==> src/common/rs_macros.svh <==
`ifndef RS_MACROS_SVH
`define RS_MACROS_SVH

// Reservation station sizing.
`define RS_ENTRIES 4   // Number of slots.

`define RS_DATA_W  32  // Operand and result width.

// Reorder tag width, for producer and destination tags.
`define RS_TAG_W   4

`endif
==> src/common/rs_pkg.sv <==
`default_nettype none
`include "rs_macros.svh"

package rs_pkg;

    typedef logic [`RS_DATA_W-1:0] data_t;             // Operand or result value.
    typedef logic [`RS_TAG_W-1:0] tag_t;               // Reorder tag.
    typedef logic [$clog2(`RS_ENTRIES)-1:0] slot_idx_t;

    // Instruction op as handed over by the decoder.
    typedef enum logic [5:0] {
        INST_ADD = 6'd0,
        INST_SUB,
        INST_AND,
        INST_OR,
        INST_XOR,
        INST_SLL,
        INST_SRL,
        INST_SRA,
        INST_SLT,
        INST_SLTU,
        INST_ADDI,
        INST_ANDI,
        INST_ORI,
        INST_XORI,
        INST_SLLI,
        INST_SRLI,
        INST_SRAI,
        INST_SLTI,
        INST_SLTIU,
        INST_LUI
    } inst_op_t;

    typedef enum logic [3:0] {
        ALU_ADD = 4'd0,
        ALU_SUB,
        ALU_AND,
        ALU_OR,
        ALU_XOR,
        ALU_SLL,
        ALU_SRL,
        ALU_SRA,
        ALU_SLT,
        ALU_SLTU
    } alu_op_t;

endpackage

`default_nettype wire

==> src/rtl/rs_top.sv <==
`timescale 1ns/1ps
`default_nettype none
`include "rs_macros.svh"

module rs_top (
    input  wire                    clk_in,
    input  wire                    rst_in,
    input  wire                    flush,
    input  wire                    dispatch_valid,
    input  wire rs_pkg::inst_op_t  dispatch_op,
    input  wire rs_pkg::tag_t      dispatch_tag,
    input  wire rs_pkg::data_t     dispatch_imm,
    input  wire                    src1_ready,
    input  wire rs_pkg::data_t     src1_data,
    input  wire rs_pkg::tag_t      src1_tag,
    input  wire                    src2_ready,
    input  wire rs_pkg::data_t     src2_data,
    input  wire rs_pkg::tag_t      src2_tag,
    input  wire                    cdb_valid,
    input  wire rs_pkg::tag_t      cdb_tag,
    input  wire rs_pkg::data_t     cdb_data,
    output logic                   rs_full,
    output logic                   result_valid,
    output rs_pkg::tag_t           result_tag,
    output rs_pkg::data_t          result_data
);

    logic [`RS_ENTRIES-1:0] alloc;
    logic [`RS_ENTRIES-1:0] busy;
    logic [`RS_ENTRIES-1:0] ready;
    logic [`RS_ENTRIES-1:0] grant;
    rs_pkg::alu_op_t        alu_op;
    logic                   op1_ready;
    rs_pkg::data_t          op1_data;
    rs_pkg::tag_t           op1_tag;
    logic                   op2_ready;
    rs_pkg::data_t          op2_data;
    rs_pkg::tag_t           op2_tag;
    rs_pkg::alu_op_t        slot_op  [`RS_ENTRIES];
    rs_pkg::data_t          slot_a   [`RS_ENTRIES];
    rs_pkg::data_t          slot_b   [`RS_ENTRIES];
    rs_pkg::tag_t           slot_tag [`RS_ENTRIES];
    logic                   issue_valid;
    rs_pkg::alu_op_t        issue_op;
    rs_pkg::data_t          issue_a;
    rs_pkg::data_t          issue_b;
    rs_pkg::tag_t           issue_tag;

    rs_dispatch u_dispatch (
        .clk_in, .rst_in, .flush,
        .dispatch_valid, .dispatch_op, .dispatch_imm,
        .src1_ready, .src1_data, .src1_tag,
        .src2_ready, .src2_data, .src2_tag,
        .busy, .alloc, .alu_op,
        .op1_ready, .op1_data, .op1_tag,
        .op2_ready, .op2_data, .op2_tag,
        .rs_full
    );

    for (genvar i = 0; i < `RS_ENTRIES; i++) begin : g_slot
        rs_entry u_entry (
            .clk_in, .rst_in, .flush,
            .alloc(alloc[i]), .grant(grant[i]),
            .alu_op, .dispatch_tag,
            .op1_ready, .op1_data, .op1_tag,
            .op2_ready, .op2_data, .op2_tag,
            .cdb_valid, .cdb_tag, .cdb_data,
            .busy(busy[i]), .ready(ready[i]),
            .slot_op(slot_op[i]), .slot_a(slot_a[i]),
            .slot_b(slot_b[i]), .slot_tag(slot_tag[i])
        );
    end

    rs_issue_select u_select (
        .clk_in, .rst_in, .flush, .ready,
        .slot_op, .slot_a, .slot_b, .slot_tag, .grant,
        .issue_valid, .issue_op, .issue_a, .issue_b, .issue_tag
    );

    int_alu u_alu (
        .clk_in, .rst_in,
        .issue_valid, .issue_op, .issue_a, .issue_b, .issue_tag,
        .result_valid, .result_tag, .result_data
    );

endmodule

`default_nettype wire

==> src/rtl/int_alu.sv <==
`timescale 1ns/1ps
`default_nettype none

module int_alu (
    input  wire                   clk_in,
    input  wire                   rst_in,
    input  wire                   issue_valid,
    input  wire rs_pkg::alu_op_t  issue_op,
    input  wire rs_pkg::data_t    issue_a,
    input  wire rs_pkg::data_t    issue_b,
    input  wire rs_pkg::tag_t     issue_tag,
    output logic                  result_valid,
    output rs_pkg::tag_t          result_tag,
    output rs_pkg::data_t         result_data
);

    logic [4:0]    shamt;
    rs_pkg::data_t alu_out;

    assign shamt = issue_b[4:0];  // RV32 shift amount.

    always_comb begin
        case (issue_op)
            rs_pkg::ALU_ADD:  alu_out = issue_a + issue_b;
            rs_pkg::ALU_SUB:  alu_out = issue_a - issue_b;
            rs_pkg::ALU_AND:  alu_out = issue_a & issue_b;
            rs_pkg::ALU_OR:   alu_out = issue_a | issue_b;
            rs_pkg::ALU_XOR:  alu_out = issue_a ^ issue_b;
            rs_pkg::ALU_SLL:  alu_out = issue_a << shamt;
            rs_pkg::ALU_SRL:  alu_out = issue_a >> shamt;
            rs_pkg::ALU_SRA:  alu_out = rs_pkg::data_t'($signed(issue_a) >>> shamt);
            rs_pkg::ALU_SLT:  alu_out = rs_pkg::data_t'($signed(issue_a) < $signed(issue_b));
            rs_pkg::ALU_SLTU: alu_out = rs_pkg::data_t'(issue_a < issue_b);
            default:          alu_out = '0;
        endcase
    end

    always_ff @(posedge clk_in or posedge rst_in) begin
        if (rst_in) begin
            result_valid <= 1'b0;
        end else begin
            result_valid <= issue_valid;
        end
    end

    always_ff @(posedge clk_in) begin
        if (issue_valid) begin
            result_tag  <= issue_tag;
            result_data <= alu_out;
        end
    end

endmodule

`default_nettype wire

==> src/rs/rs_issue_select.sv <==
`timescale 1ns/1ps
`default_nettype none
`include "rs_macros.svh"

module rs_issue_select (
    input  wire                    clk_in,
    input  wire                    rst_in,
    input  wire                    flush,
    input  wire [`RS_ENTRIES-1:0]  ready,
    input  wire rs_pkg::alu_op_t   slot_op  [`RS_ENTRIES],
    input  wire rs_pkg::data_t     slot_a   [`RS_ENTRIES],
    input  wire rs_pkg::data_t     slot_b   [`RS_ENTRIES],
    input  wire rs_pkg::tag_t      slot_tag [`RS_ENTRIES],
    output logic [`RS_ENTRIES-1:0] grant,
    output logic                   issue_valid,
    output rs_pkg::alu_op_t        issue_op,
    output rs_pkg::data_t          issue_a,
    output rs_pkg::data_t          issue_b,
    output rs_pkg::tag_t           issue_tag
);

    rs_pkg::slot_idx_t sel;
    logic              issue_q;

    assign grant = ready & (~ready + 1'b1);  // Lowest ready slot wins.

    always_comb begin
        sel = '0;
        for (int i = `RS_ENTRIES - 1; i >= 0; i--) begin
            if (ready[i]) sel = rs_pkg::slot_idx_t'(i);
        end
    end

    always_ff @(posedge clk_in or posedge rst_in) begin
        if (rst_in) begin
            issue_q <= 1'b0;
        end else begin
            issue_q <= (|ready) && !flush;
        end
    end

    always_ff @(posedge clk_in) begin
        issue_op  <= slot_op[sel];
        issue_a   <= slot_a[sel];
        issue_b   <= slot_b[sel];
        issue_tag <= slot_tag[sel];
    end

    assign issue_valid = issue_q && !flush;  // Drop an issue caught by flush.

    // The granted slot is the one whose operands the mux passes on.
    a_grant_onehot: assert property (
        @(posedge clk_in) disable iff (rst_in)
        (|ready) |-> ($onehot(grant) && grant[sel]));

endmodule

`default_nettype wire

==> src/rs/rs_entry.sv <==
`timescale 1ns/1ps
`default_nettype none

module rs_entry (
    input  wire                    clk_in,
    input  wire                    rst_in,
    input  wire                    flush,
    input  wire                    alloc,
    input  wire                    grant,
    input  wire rs_pkg::alu_op_t   alu_op,
    input  wire rs_pkg::tag_t      dispatch_tag,
    input  wire                    op1_ready,
    input  wire rs_pkg::data_t     op1_data,
    input  wire rs_pkg::tag_t      op1_tag,
    input  wire                    op2_ready,
    input  wire rs_pkg::data_t     op2_data,
    input  wire rs_pkg::tag_t      op2_tag,
    input  wire                    cdb_valid,
    input  wire rs_pkg::tag_t      cdb_tag,
    input  wire rs_pkg::data_t     cdb_data,
    output logic                   busy,
    output logic                   ready,
    output rs_pkg::alu_op_t        slot_op,
    output rs_pkg::data_t          slot_a,
    output rs_pkg::data_t          slot_b,
    output rs_pkg::tag_t           slot_tag
);

    logic         a_ready;
    logic         b_ready;
    rs_pkg::tag_t a_tag;     // Producer tags of waiting sources.
    rs_pkg::tag_t b_tag;
    logic         op1_hit;
    logic         op2_hit;
    logic         a_hit;
    logic         b_hit;

    // A source may be produced in the very cycle it is dispatched.
    assign op1_hit = cdb_valid && (cdb_tag == op1_tag);
    assign op2_hit = cdb_valid && (cdb_tag == op2_tag);

    assign a_hit = busy && !a_ready && cdb_valid && (cdb_tag == a_tag);
    assign b_hit = busy && !b_ready && cdb_valid && (cdb_tag == b_tag);

    always_ff @(posedge clk_in or posedge rst_in) begin
        if (rst_in) begin
            busy    <= 1'b0;
            a_ready <= 1'b0;
            b_ready <= 1'b0;
        end else if (flush) begin
            busy    <= 1'b0;
            a_ready <= 1'b0;
            b_ready <= 1'b0;
        end else if (alloc) begin
            busy    <= 1'b1;
            a_ready <= op1_ready || op1_hit;
            b_ready <= op2_ready || op2_hit;
        end else begin
            if (grant) begin
                busy <= 1'b0;  // Freed at issue.
            end
            if (a_hit) begin
                a_ready <= 1'b1;
            end
            if (b_hit) begin
                b_ready <= 1'b1;
            end
        end
    end

    always_ff @(posedge clk_in) begin
        if (alloc) begin
            slot_op  <= alu_op;
            slot_tag <= dispatch_tag;
            a_tag    <= op1_tag;
            b_tag    <= op2_tag;
            slot_a   <= op1_ready ? op1_data : cdb_data;
            slot_b   <= op2_ready ? op2_data : cdb_data;
        end else begin
            if (a_hit) slot_a <= cdb_data;
            if (b_hit) slot_b <= cdb_data;
        end
    end

    assign ready = busy && a_ready && b_ready;

    a_grant_needs_ready: assert property (
        @(posedge clk_in) disable iff (rst_in) grant |-> ready);

endmodule

`default_nettype wire

==> src/rs/rs_dispatch.sv <==
`timescale 1ns/1ps
`default_nettype none
`include "rs_macros.svh"

module rs_dispatch (
    input  wire                      clk_in,
    input  wire                      rst_in,
    input  wire                      flush,
    input  wire                      dispatch_valid,
    input  wire rs_pkg::inst_op_t    dispatch_op,
    input  wire rs_pkg::data_t       dispatch_imm,
    input  wire                      src1_ready,
    input  wire rs_pkg::data_t       src1_data,
    input  wire rs_pkg::tag_t        src1_tag,
    input  wire                      src2_ready,
    input  wire rs_pkg::data_t       src2_data,
    input  wire rs_pkg::tag_t        src2_tag,
    input  wire [`RS_ENTRIES-1:0]    busy,
    output logic [`RS_ENTRIES-1:0]   alloc,
    output rs_pkg::alu_op_t          alu_op,
    output logic                     op1_ready,
    output rs_pkg::data_t            op1_data,
    output rs_pkg::tag_t             op1_tag,
    output logic                     op2_ready,
    output rs_pkg::data_t            op2_data,
    output rs_pkg::tag_t             op2_tag,
    output logic                     rs_full
);

    logic                             uses_imm;
    logic                             is_lui;
    logic [`RS_ENTRIES-1:0]           free_first;
    logic [$clog2(`RS_ENTRIES+1)-1:0] busy_now;
    logic [$clog2(`RS_ENTRIES+1)-1:0] busy_cnt;

    always_comb begin
        case (dispatch_op)
            rs_pkg::INST_ADD, rs_pkg::INST_ADDI:   alu_op = rs_pkg::ALU_ADD;
            rs_pkg::INST_SUB:                      alu_op = rs_pkg::ALU_SUB;
            rs_pkg::INST_AND, rs_pkg::INST_ANDI:   alu_op = rs_pkg::ALU_AND;
            rs_pkg::INST_OR, rs_pkg::INST_ORI:     alu_op = rs_pkg::ALU_OR;
            rs_pkg::INST_XOR, rs_pkg::INST_XORI:   alu_op = rs_pkg::ALU_XOR;
            rs_pkg::INST_SLL, rs_pkg::INST_SLLI:   alu_op = rs_pkg::ALU_SLL;
            rs_pkg::INST_SRL, rs_pkg::INST_SRLI:   alu_op = rs_pkg::ALU_SRL;
            rs_pkg::INST_SRA, rs_pkg::INST_SRAI:   alu_op = rs_pkg::ALU_SRA;
            rs_pkg::INST_SLT, rs_pkg::INST_SLTI:   alu_op = rs_pkg::ALU_SLT;
            rs_pkg::INST_SLTU, rs_pkg::INST_SLTIU: alu_op = rs_pkg::ALU_SLTU;
            default:                               alu_op = rs_pkg::ALU_ADD; // LUI is 0 + imm.
        endcase
    end

    // Immediate forms and LUI follow the register ops in the encoding.
    assign uses_imm = (dispatch_op >= rs_pkg::INST_ADDI);
    assign is_lui   = (dispatch_op == rs_pkg::INST_LUI);

    assign op1_ready = src1_ready || is_lui;
    assign op1_data  = is_lui ? '0 : src1_data;
    assign op1_tag   = src1_tag;
    assign op2_ready = src2_ready || uses_imm;
    assign op2_data  = uses_imm ? dispatch_imm : src2_data;
    assign op2_tag   = src2_tag;

    assign free_first = ~busy & (busy + 1'b1);  // Lowest clear bit of busy.
    assign alloc      = (dispatch_valid && !rs_full) ? free_first : '0;

    always_comb begin
        busy_now = '0;
        for (int i = 0; i < `RS_ENTRIES; i++) begin
            busy_now = busy_now + busy[i];
        end
    end

    // Slots released by issue at this edge are counted again one cycle later.
    always_ff @(posedge clk_in or posedge rst_in) begin
        if (rst_in) begin
            busy_cnt <= '0;
        end else if (flush) begin
            busy_cnt <= '0;
        end else begin
            busy_cnt <= busy_now + (|alloc);
        end
    end

    assign rs_full = (busy_cnt == `RS_ENTRIES);

    a_no_dispatch_when_full: assert property (
        @(posedge clk_in) disable iff (rst_in) rs_full |-> !dispatch_valid);

endmodule

`default_nettype wire

==> config.mk <==
export PLATFORM = sky130hd
export DESIGN_NAME = rs_top
export DESIGN_NICKNAME = d
export VERILOG_FILES = /design/src/common/rs_pkg.sv /design/src/rtl/rs_top.sv /design/src/rtl/int_alu.sv /design/src/rs/rs_issue_select.sv /design/src/rs/rs_entry.sv /design/src/rs/rs_dispatch.sv
export VERILOG_INCLUDE_DIRS = /design/src /design/src/common
export SDC_FILE = /design/constraint.sdc
export NUM_CORES = 1
export LEC_CHECK = 0
export BUFFER_PORTS_ARGS = -buffer_cell sky130_fd_sc_hd__buf_2
export CORE_MARGIN = 1
export CORE_UTILIZATION = 25
export DETAILED_ROUTE_END_ITERATION = 10
export PLACE_DENSITY = 0.41
export SLEW_MARGIN = 20
export SYNTH_ARGS = -nofsm -noshare
export SYNTH_HDL_FRONTEND = slang
export SYNTH_HIERARCHICAL = 1
export SYNTH_SLANG_ARGS = --single-unit
==> constraint.sdc <==
create_clock -name clk_in -period 6.5 [get_ports clk_in]
set_input_delay 1.3 -clock clk_in [delete_from_list [all_inputs] [get_ports clk_in]]
set_output_delay 1.3 -clock clk_in [all_outputs]
set_load 0.03 [all_outputs]
# Yosys cells after proc, flatten, opt, wreduce, memory -nomap -nowiden
# Memory sizes are Yosys's and may differ from the RTL's.
# Cells that the tools add are included.
# totals
regBits	445
latchBits	0
ram_bits	0
rom_bits	128
input_bits	157
out_inout_bits	38
wordCells	240
n_memories	1
# op_classes
add_sub_neg	8
multipliers	0
div	0
n_lt_le_gt_ge	4
eq_ne	21
shifts	3
mux	76
n_bitwise	8
n_reduce_logical	74
# memory_table
memory	depth	width	read_ports	rd_clocked_by_memory_dff	write_ports	line_no	source
(no name shown)	32	4	1	0	0	rs_dispatch.sv:37	case (dispatch_op)
# op_table
cell	count
$mux W32	24
$pmux W32 S10	1
$bmux W32 S2	2
$lt A32 B32 Y1	2
$eq A4 B4 Y1	10
$logic_and A1 B1 Y1	37
$mux W1	36
$reduce_bool A3 Y1	12
$add A32 B32 Y32	1
$and A32 B32 Y32	1
$or A32 B32 Y32	1
$shl A32 B5 Y32	1
$shr A32 B5 Y32	1
$sshr A32 B5 Y32	1
$sub A32 B32 Y32	1
$xor A32 B32 Y32	1
$mux W4	6
$bmux W4 S2	2
$eq A4 B3 Y1 const B	4
$reduce_bool A2 Y1	8
$logic_not A1 Y1	10
$add A3 B1 Y3	3
$add A4 B1 Y4 const B	2
$and A4 B4 Y4	2
other kinds (15)	25

# Longest topological paths before layout
# logic_depth
ltp_word	10
mapped_depth	16
mapped_depth_nobuf	12

# By module
# The synthesis kept the hierarchy.
# modules_own_cells
mod	instances	cells_per_inst	area_per_inst_um2	seq_area_each_um2
rs_entry	4	196	3784.9	2477.4
int_alu	1	1318	9567.9	1106.1
rs_issue_select	1	172	3285.7	1466.4
rs_dispatch	1	138	1142.3	75.1

# Least setup slack after synthesis
# OpenSTA, ideal clock, no wires.
# synth_timing
kind	reg2reg
from	register u_select.issue_b[2]
to	register u_alu.result_data[18], data pin
setup_ns	0.271
arrival_ns	3.839
required_ns	6.229
setup_slack_ns	2.390
path_stages_with_launch	17
path_buffers	5
synth_period_minus_slack_ns	4.110
path_cell_list	dfxtp_1 > clkbuf_1 > clkinv_1 > buf_2 > buf_2 > buf_1 > ha_1 > buf_2 > or2_2 > a221oi_1 > o21a_2 > o41ai_2 > o311a_1 > o2111a_1 > a311oi_2 > xor2_1 > o211ai_1
# synth_between
elab_chain_len	2
word_cells_on_any_way	6
cone_classes	add/sub (2); shift (3); mux (1)
# synth_lines
element	line_no	source
start: declaration	rs_issue_select.sv:18	output rs_pkg::data_t issue_b,
start signal: assignment	rs_issue_select.sv:45	issue_b <= slot_b[sel];
$sub A32 B32 Y32 (tied with other cells)	int_alu.sv:25	rs_pkg::ALU_SUB: alu_out = issue_a - issue_b;
$pmux W32 S10 *	int_alu.sv:23	case (issue_op)
via u_alu.alu_out[18]	int_alu.sv:18	rs_pkg::data_t alu_out;
end signal: assignment	int_alu.sv:49	result_data <= alu_out;
end: declaration	int_alu.sv:14	output rs_pkg::data_t result_data
# Mark *: on every way through the listed nets, which the timed path passes. The rest lies on a longest branch.
# A chain may end at the register's enable or synchronous reset.

# Worst setup path in the final report
# layout_timing
from	register u_select.issue_b[3]
to	register u_alu.result_data[31], data pin
# Same word-level chain as after synthesis.

==> impl_metrics.toml <==
[grt]
grt_pass1_wl_mm = 148
grt_max_degree = 76
track_usage_pct = 17.1
grt_pass1_vias = 20800
grt_antenna_before_repair = 9
grt_remaining_overflow = 0

[timing]
final_hold_viol_count = 0
skew_ns = 0.0314
tightest_slew_ns = 1.12
final-setup-viol-count = 0
tns_ns = 0
min_period_ns = 4.20
fin_crit_sh_pct = 64.6
rsz0062_at_grt = "no"
slew_headroom_pct = 24.6
holdWs_ns = 0.403
fmax_mhz = 238
maxSlewViolCount = 0

[final_layout]
drive_gt1_share_pct = 28.2
area_growth_pct = 14.2
final_common_cell = "edfxtp_1"
fillers = 11700
layout_common_cells = "edfxtp_1 (356), mux2_4 (240), buf_2 (194)"
fin_nets = 2807

[clocking]
cts_buffer_depth = 3
cts_hold_repair.buffers = 0
cts_tree = "yes"
cts-root-buf = "clkbuf_16"
cts_setup_buffers = 0
cts-buffers-inserted = 53
ctsResizeCount = 0
cts.sinks = 445
htree_levels = 2
clk_pin_slew_ns = 0.08
insertion_delay_ns = 0.65

[worst_setup_path]
crit_buf_inv = 2
end_kind = "flop"
slowest_stage = "dfxtp_2"
required_ns = 6.87
critPathKind = "reg2reg"
worst-path-max-fanout = 22
crit_path_cell_trace = "inv_1, ha_1, inv_1, o311ai_1, a211oi_1, a211oi_1, o21ai_2, a311oi_2, nor4b_1, or4_1, o211ai_1"
start_kind = "flop"
slowest_delay_ns = 0.63
cp_top_family = "compound AO/OA/AOI/OAI gates"
cp.arrival_ns = 4.57

[synthesis]
synth_flop_cell = "edfxtp_1"
netlist_instances = 2412
synth_area_sq_um = 29100
synth_edf_count = 356
yosysTopAreaCellShare_pct = 36.7
seq_area_frac_synth_pct = 43.1
yosys.area.top_type = "edfxtp_1"
syn_nets = 2679
ys.warnings.count = 6
async_reset_ff_share_pct = 3.82
synth.avg_cell_area_sq_um = 12.1
synth_top_cells_by_area = "edfxtp_1 (37%), mux2_4 (12%), mux4_2 (7.7%), dfxtp_1 (4.9%), ha_1 (4.6%)"
ys_seq_elements = 445
synth.distinct_cells = 87

[pwr]
p_int_mw = 5.70
clkPwrFrac_pct = 38.1
combPwrFrac_pct = 21.1
switching_share_pct = 29.8
p_total_mw = 8.12
ir_drop_mv = 0.186
leakagePower_nw = 13.3
power_density_nw_per_um2 = 244
power.switching_mw = 2.42
seq_power_share_pct = 40.8

[worst_hold_path]
hp-class = "reg2reg"

[place]
routabilityCongestion = 0.931
place.port_buffers = 194
hpwl_mm = 74.0

[route]
drc = 0
first_pass_iters = 6
finalWirelength_mm = 103
viasPerCell = 5.02
ant_nets = 0
routedWlPerCell_um = 25.0
vias = 20600
drt_iter0_drc = 1857

[run_status]
status = "finished clean"

[floorplan]
row_count = 124
die_x_um = 343
pin_count = 195
start_util_pct = 25.3
die_h_um = 343
coreArea_sq_um = 115000
dieArea_sq_um = 118000

[run]
cap_violations = 0
==> routing by layer <==
metal	GRT usage (%)	routed length (um)	vias to the layer above
met2	26.8	46200	697
met4	4.30	2350	4
li1	-	-	9319
met5	0	23	-
met1	24.5	48300	10400
met3	2.44	5720	129
==> state kept, by name (all words and copies together) (netlist names), 3 cells and up <==
signal and count:
g_slot.u_entry/slot_a 128, g_slot.u_entry/slot_b 128, u_alu/result_data 32, u_select/issue_a 32
u_select/issue_b 32, g_slot.u_entry/a_tag 16, g_slot.u_entry/b_tag 16, g_slot.u_entry/slot_op 16
g_slot.u_entry/slot_tag 16, g_slot.u_entry/a_ready 4, g_slot.u_entry/b_ready 4, g_slot.u_entry/busy 4
u_alu/result_tag 4, u_select/issue_op 4, u_select/issue_tag 4, u_dispatch/busy_cnt 3
==> synth_stat cells (15+ instances only) <==
cell type	number
inv_1	129
buf_4	21
mux2_4	240
clkbuf_1	58
and2_1	44
ha_1	106
xor2_1	52
a211oi_1	29
o21bai_1	21
nand2_1	133
buf_2	30
xnor2_1	34
o211ai_1	31
a21oi_1	158
dfxtp_1	72
nand3_1	20
o21ai_0	103
nand2b_1	15
mux2i_1	65
mux2_2	29
nor3_1	43
edfxtp_1	356
mux2_1	29
nor2b_1	25
a31oi_1	16
mux4_2	99
dfrtp_1	17
buf_1	18
buf_6	34
nor2_1	150
==> worst reg2reg max path, delay by kind of cell, from the launching register on <==
kind	cells	cell delay [ns]
buffers and inverters	2	0.46
AO/OA/AOI/OAI	6	1.78
adder cells (fa/ha/maj)	1	0.43
AND/OR/NAND/NOR	2	0.63
flip-flops	1	0.63
==> final timing paths <==
| check | start | endpoint | slack, ns | cells after the start |
|---|---|---|---|---|
| max in group asynchronous | rst_in | g_slot[0].u_entry/a_ready$_DFFE_PP0P_ | 5.70 | 2 |
| worst max register to register | u_select/issue_b[3]$_DFF_P_ | u_alu/result_data[31]$_DFFE_PP_ | 2.30 | 11 |
| worst max-delay path | u_select/issue_b[3]$_DFF_P_ | u_alu/result_data[31]$_DFFE_PP_ | 2.30 | 11 |
| min in group asynchronous | rst_in | u_alu/result_valid$_DFF_PP0_ | 0.60 | 2 |
| worst min register to register | u_select/issue_tag[2]$_DFF_P_ | u_alu/result_tag[2]$_DFFE_PP_ | 0.40 | 0 |
| worst min-delay path | u_select/issue_tag[2]$_DFF_P_ | u_alu/result_tag[2]$_DFFE_PP_ | 0.40 | 0 |
==> through the flow <==
step	worst slack (ns)	std cells	utilization, %	instance area, sq um
2_1_floorplan	2.39	2412	-	29100
3_3_place_gp	2.45	3997	27.4	31500
3_5_place_dp	2.39	3997	27.4	31500
4_1_cts	2.44	4097	28.9	33300
5_1_grt	2.03	4098	28.9	33300
6_report	2.30	4100	28.9	33300
==> cells by family after synthesis <==
kind of cell | Yosys count | share of synthesized area, %
multiplexers | 462 | 24.5
flip-flops | 445 | 43.1
adder cells (fa/ha/maj) | 110 | 4.83
buffers and inverters | 293 | 5.05
XOR/XNOR | 86 | 2.59
AO/OA/AOI/OAI | 517 | 11.6
AND/OR/NAND/NOR | 499 | 8.30
==> power groups by stage <==
stage	clock network, mW	logic [mW]	registers, mW
2_1_floorplan	0	1.16	3.32
3_3_place_gp	0	1.69	3.37
3_5_place_dp	0	1.69	3.38
4_1_cts	3.19	1.70	3.32
5_1_grt	3.28	1.83	3.33
6_report	3.10	1.71	3.32
==> cell type report <==
class / instances / area [sq um] / share of cell area (%)
clock inverter: 34 / 389 / 1.17
timing repair buffer: 234 / 1270 / 3.82
clock buffer: 66 / 1430 / 4.29
multi-input combinational: 1674 / 15200 / 45.8
inverter: 132 / 495 / 1.49
tap: 1512 / 1890 / 5.68
sequential: 445 / 12600 / 37.8
antenna: 3 / 7.51 / 0.0226
Power figures use the tool's default switching activity.
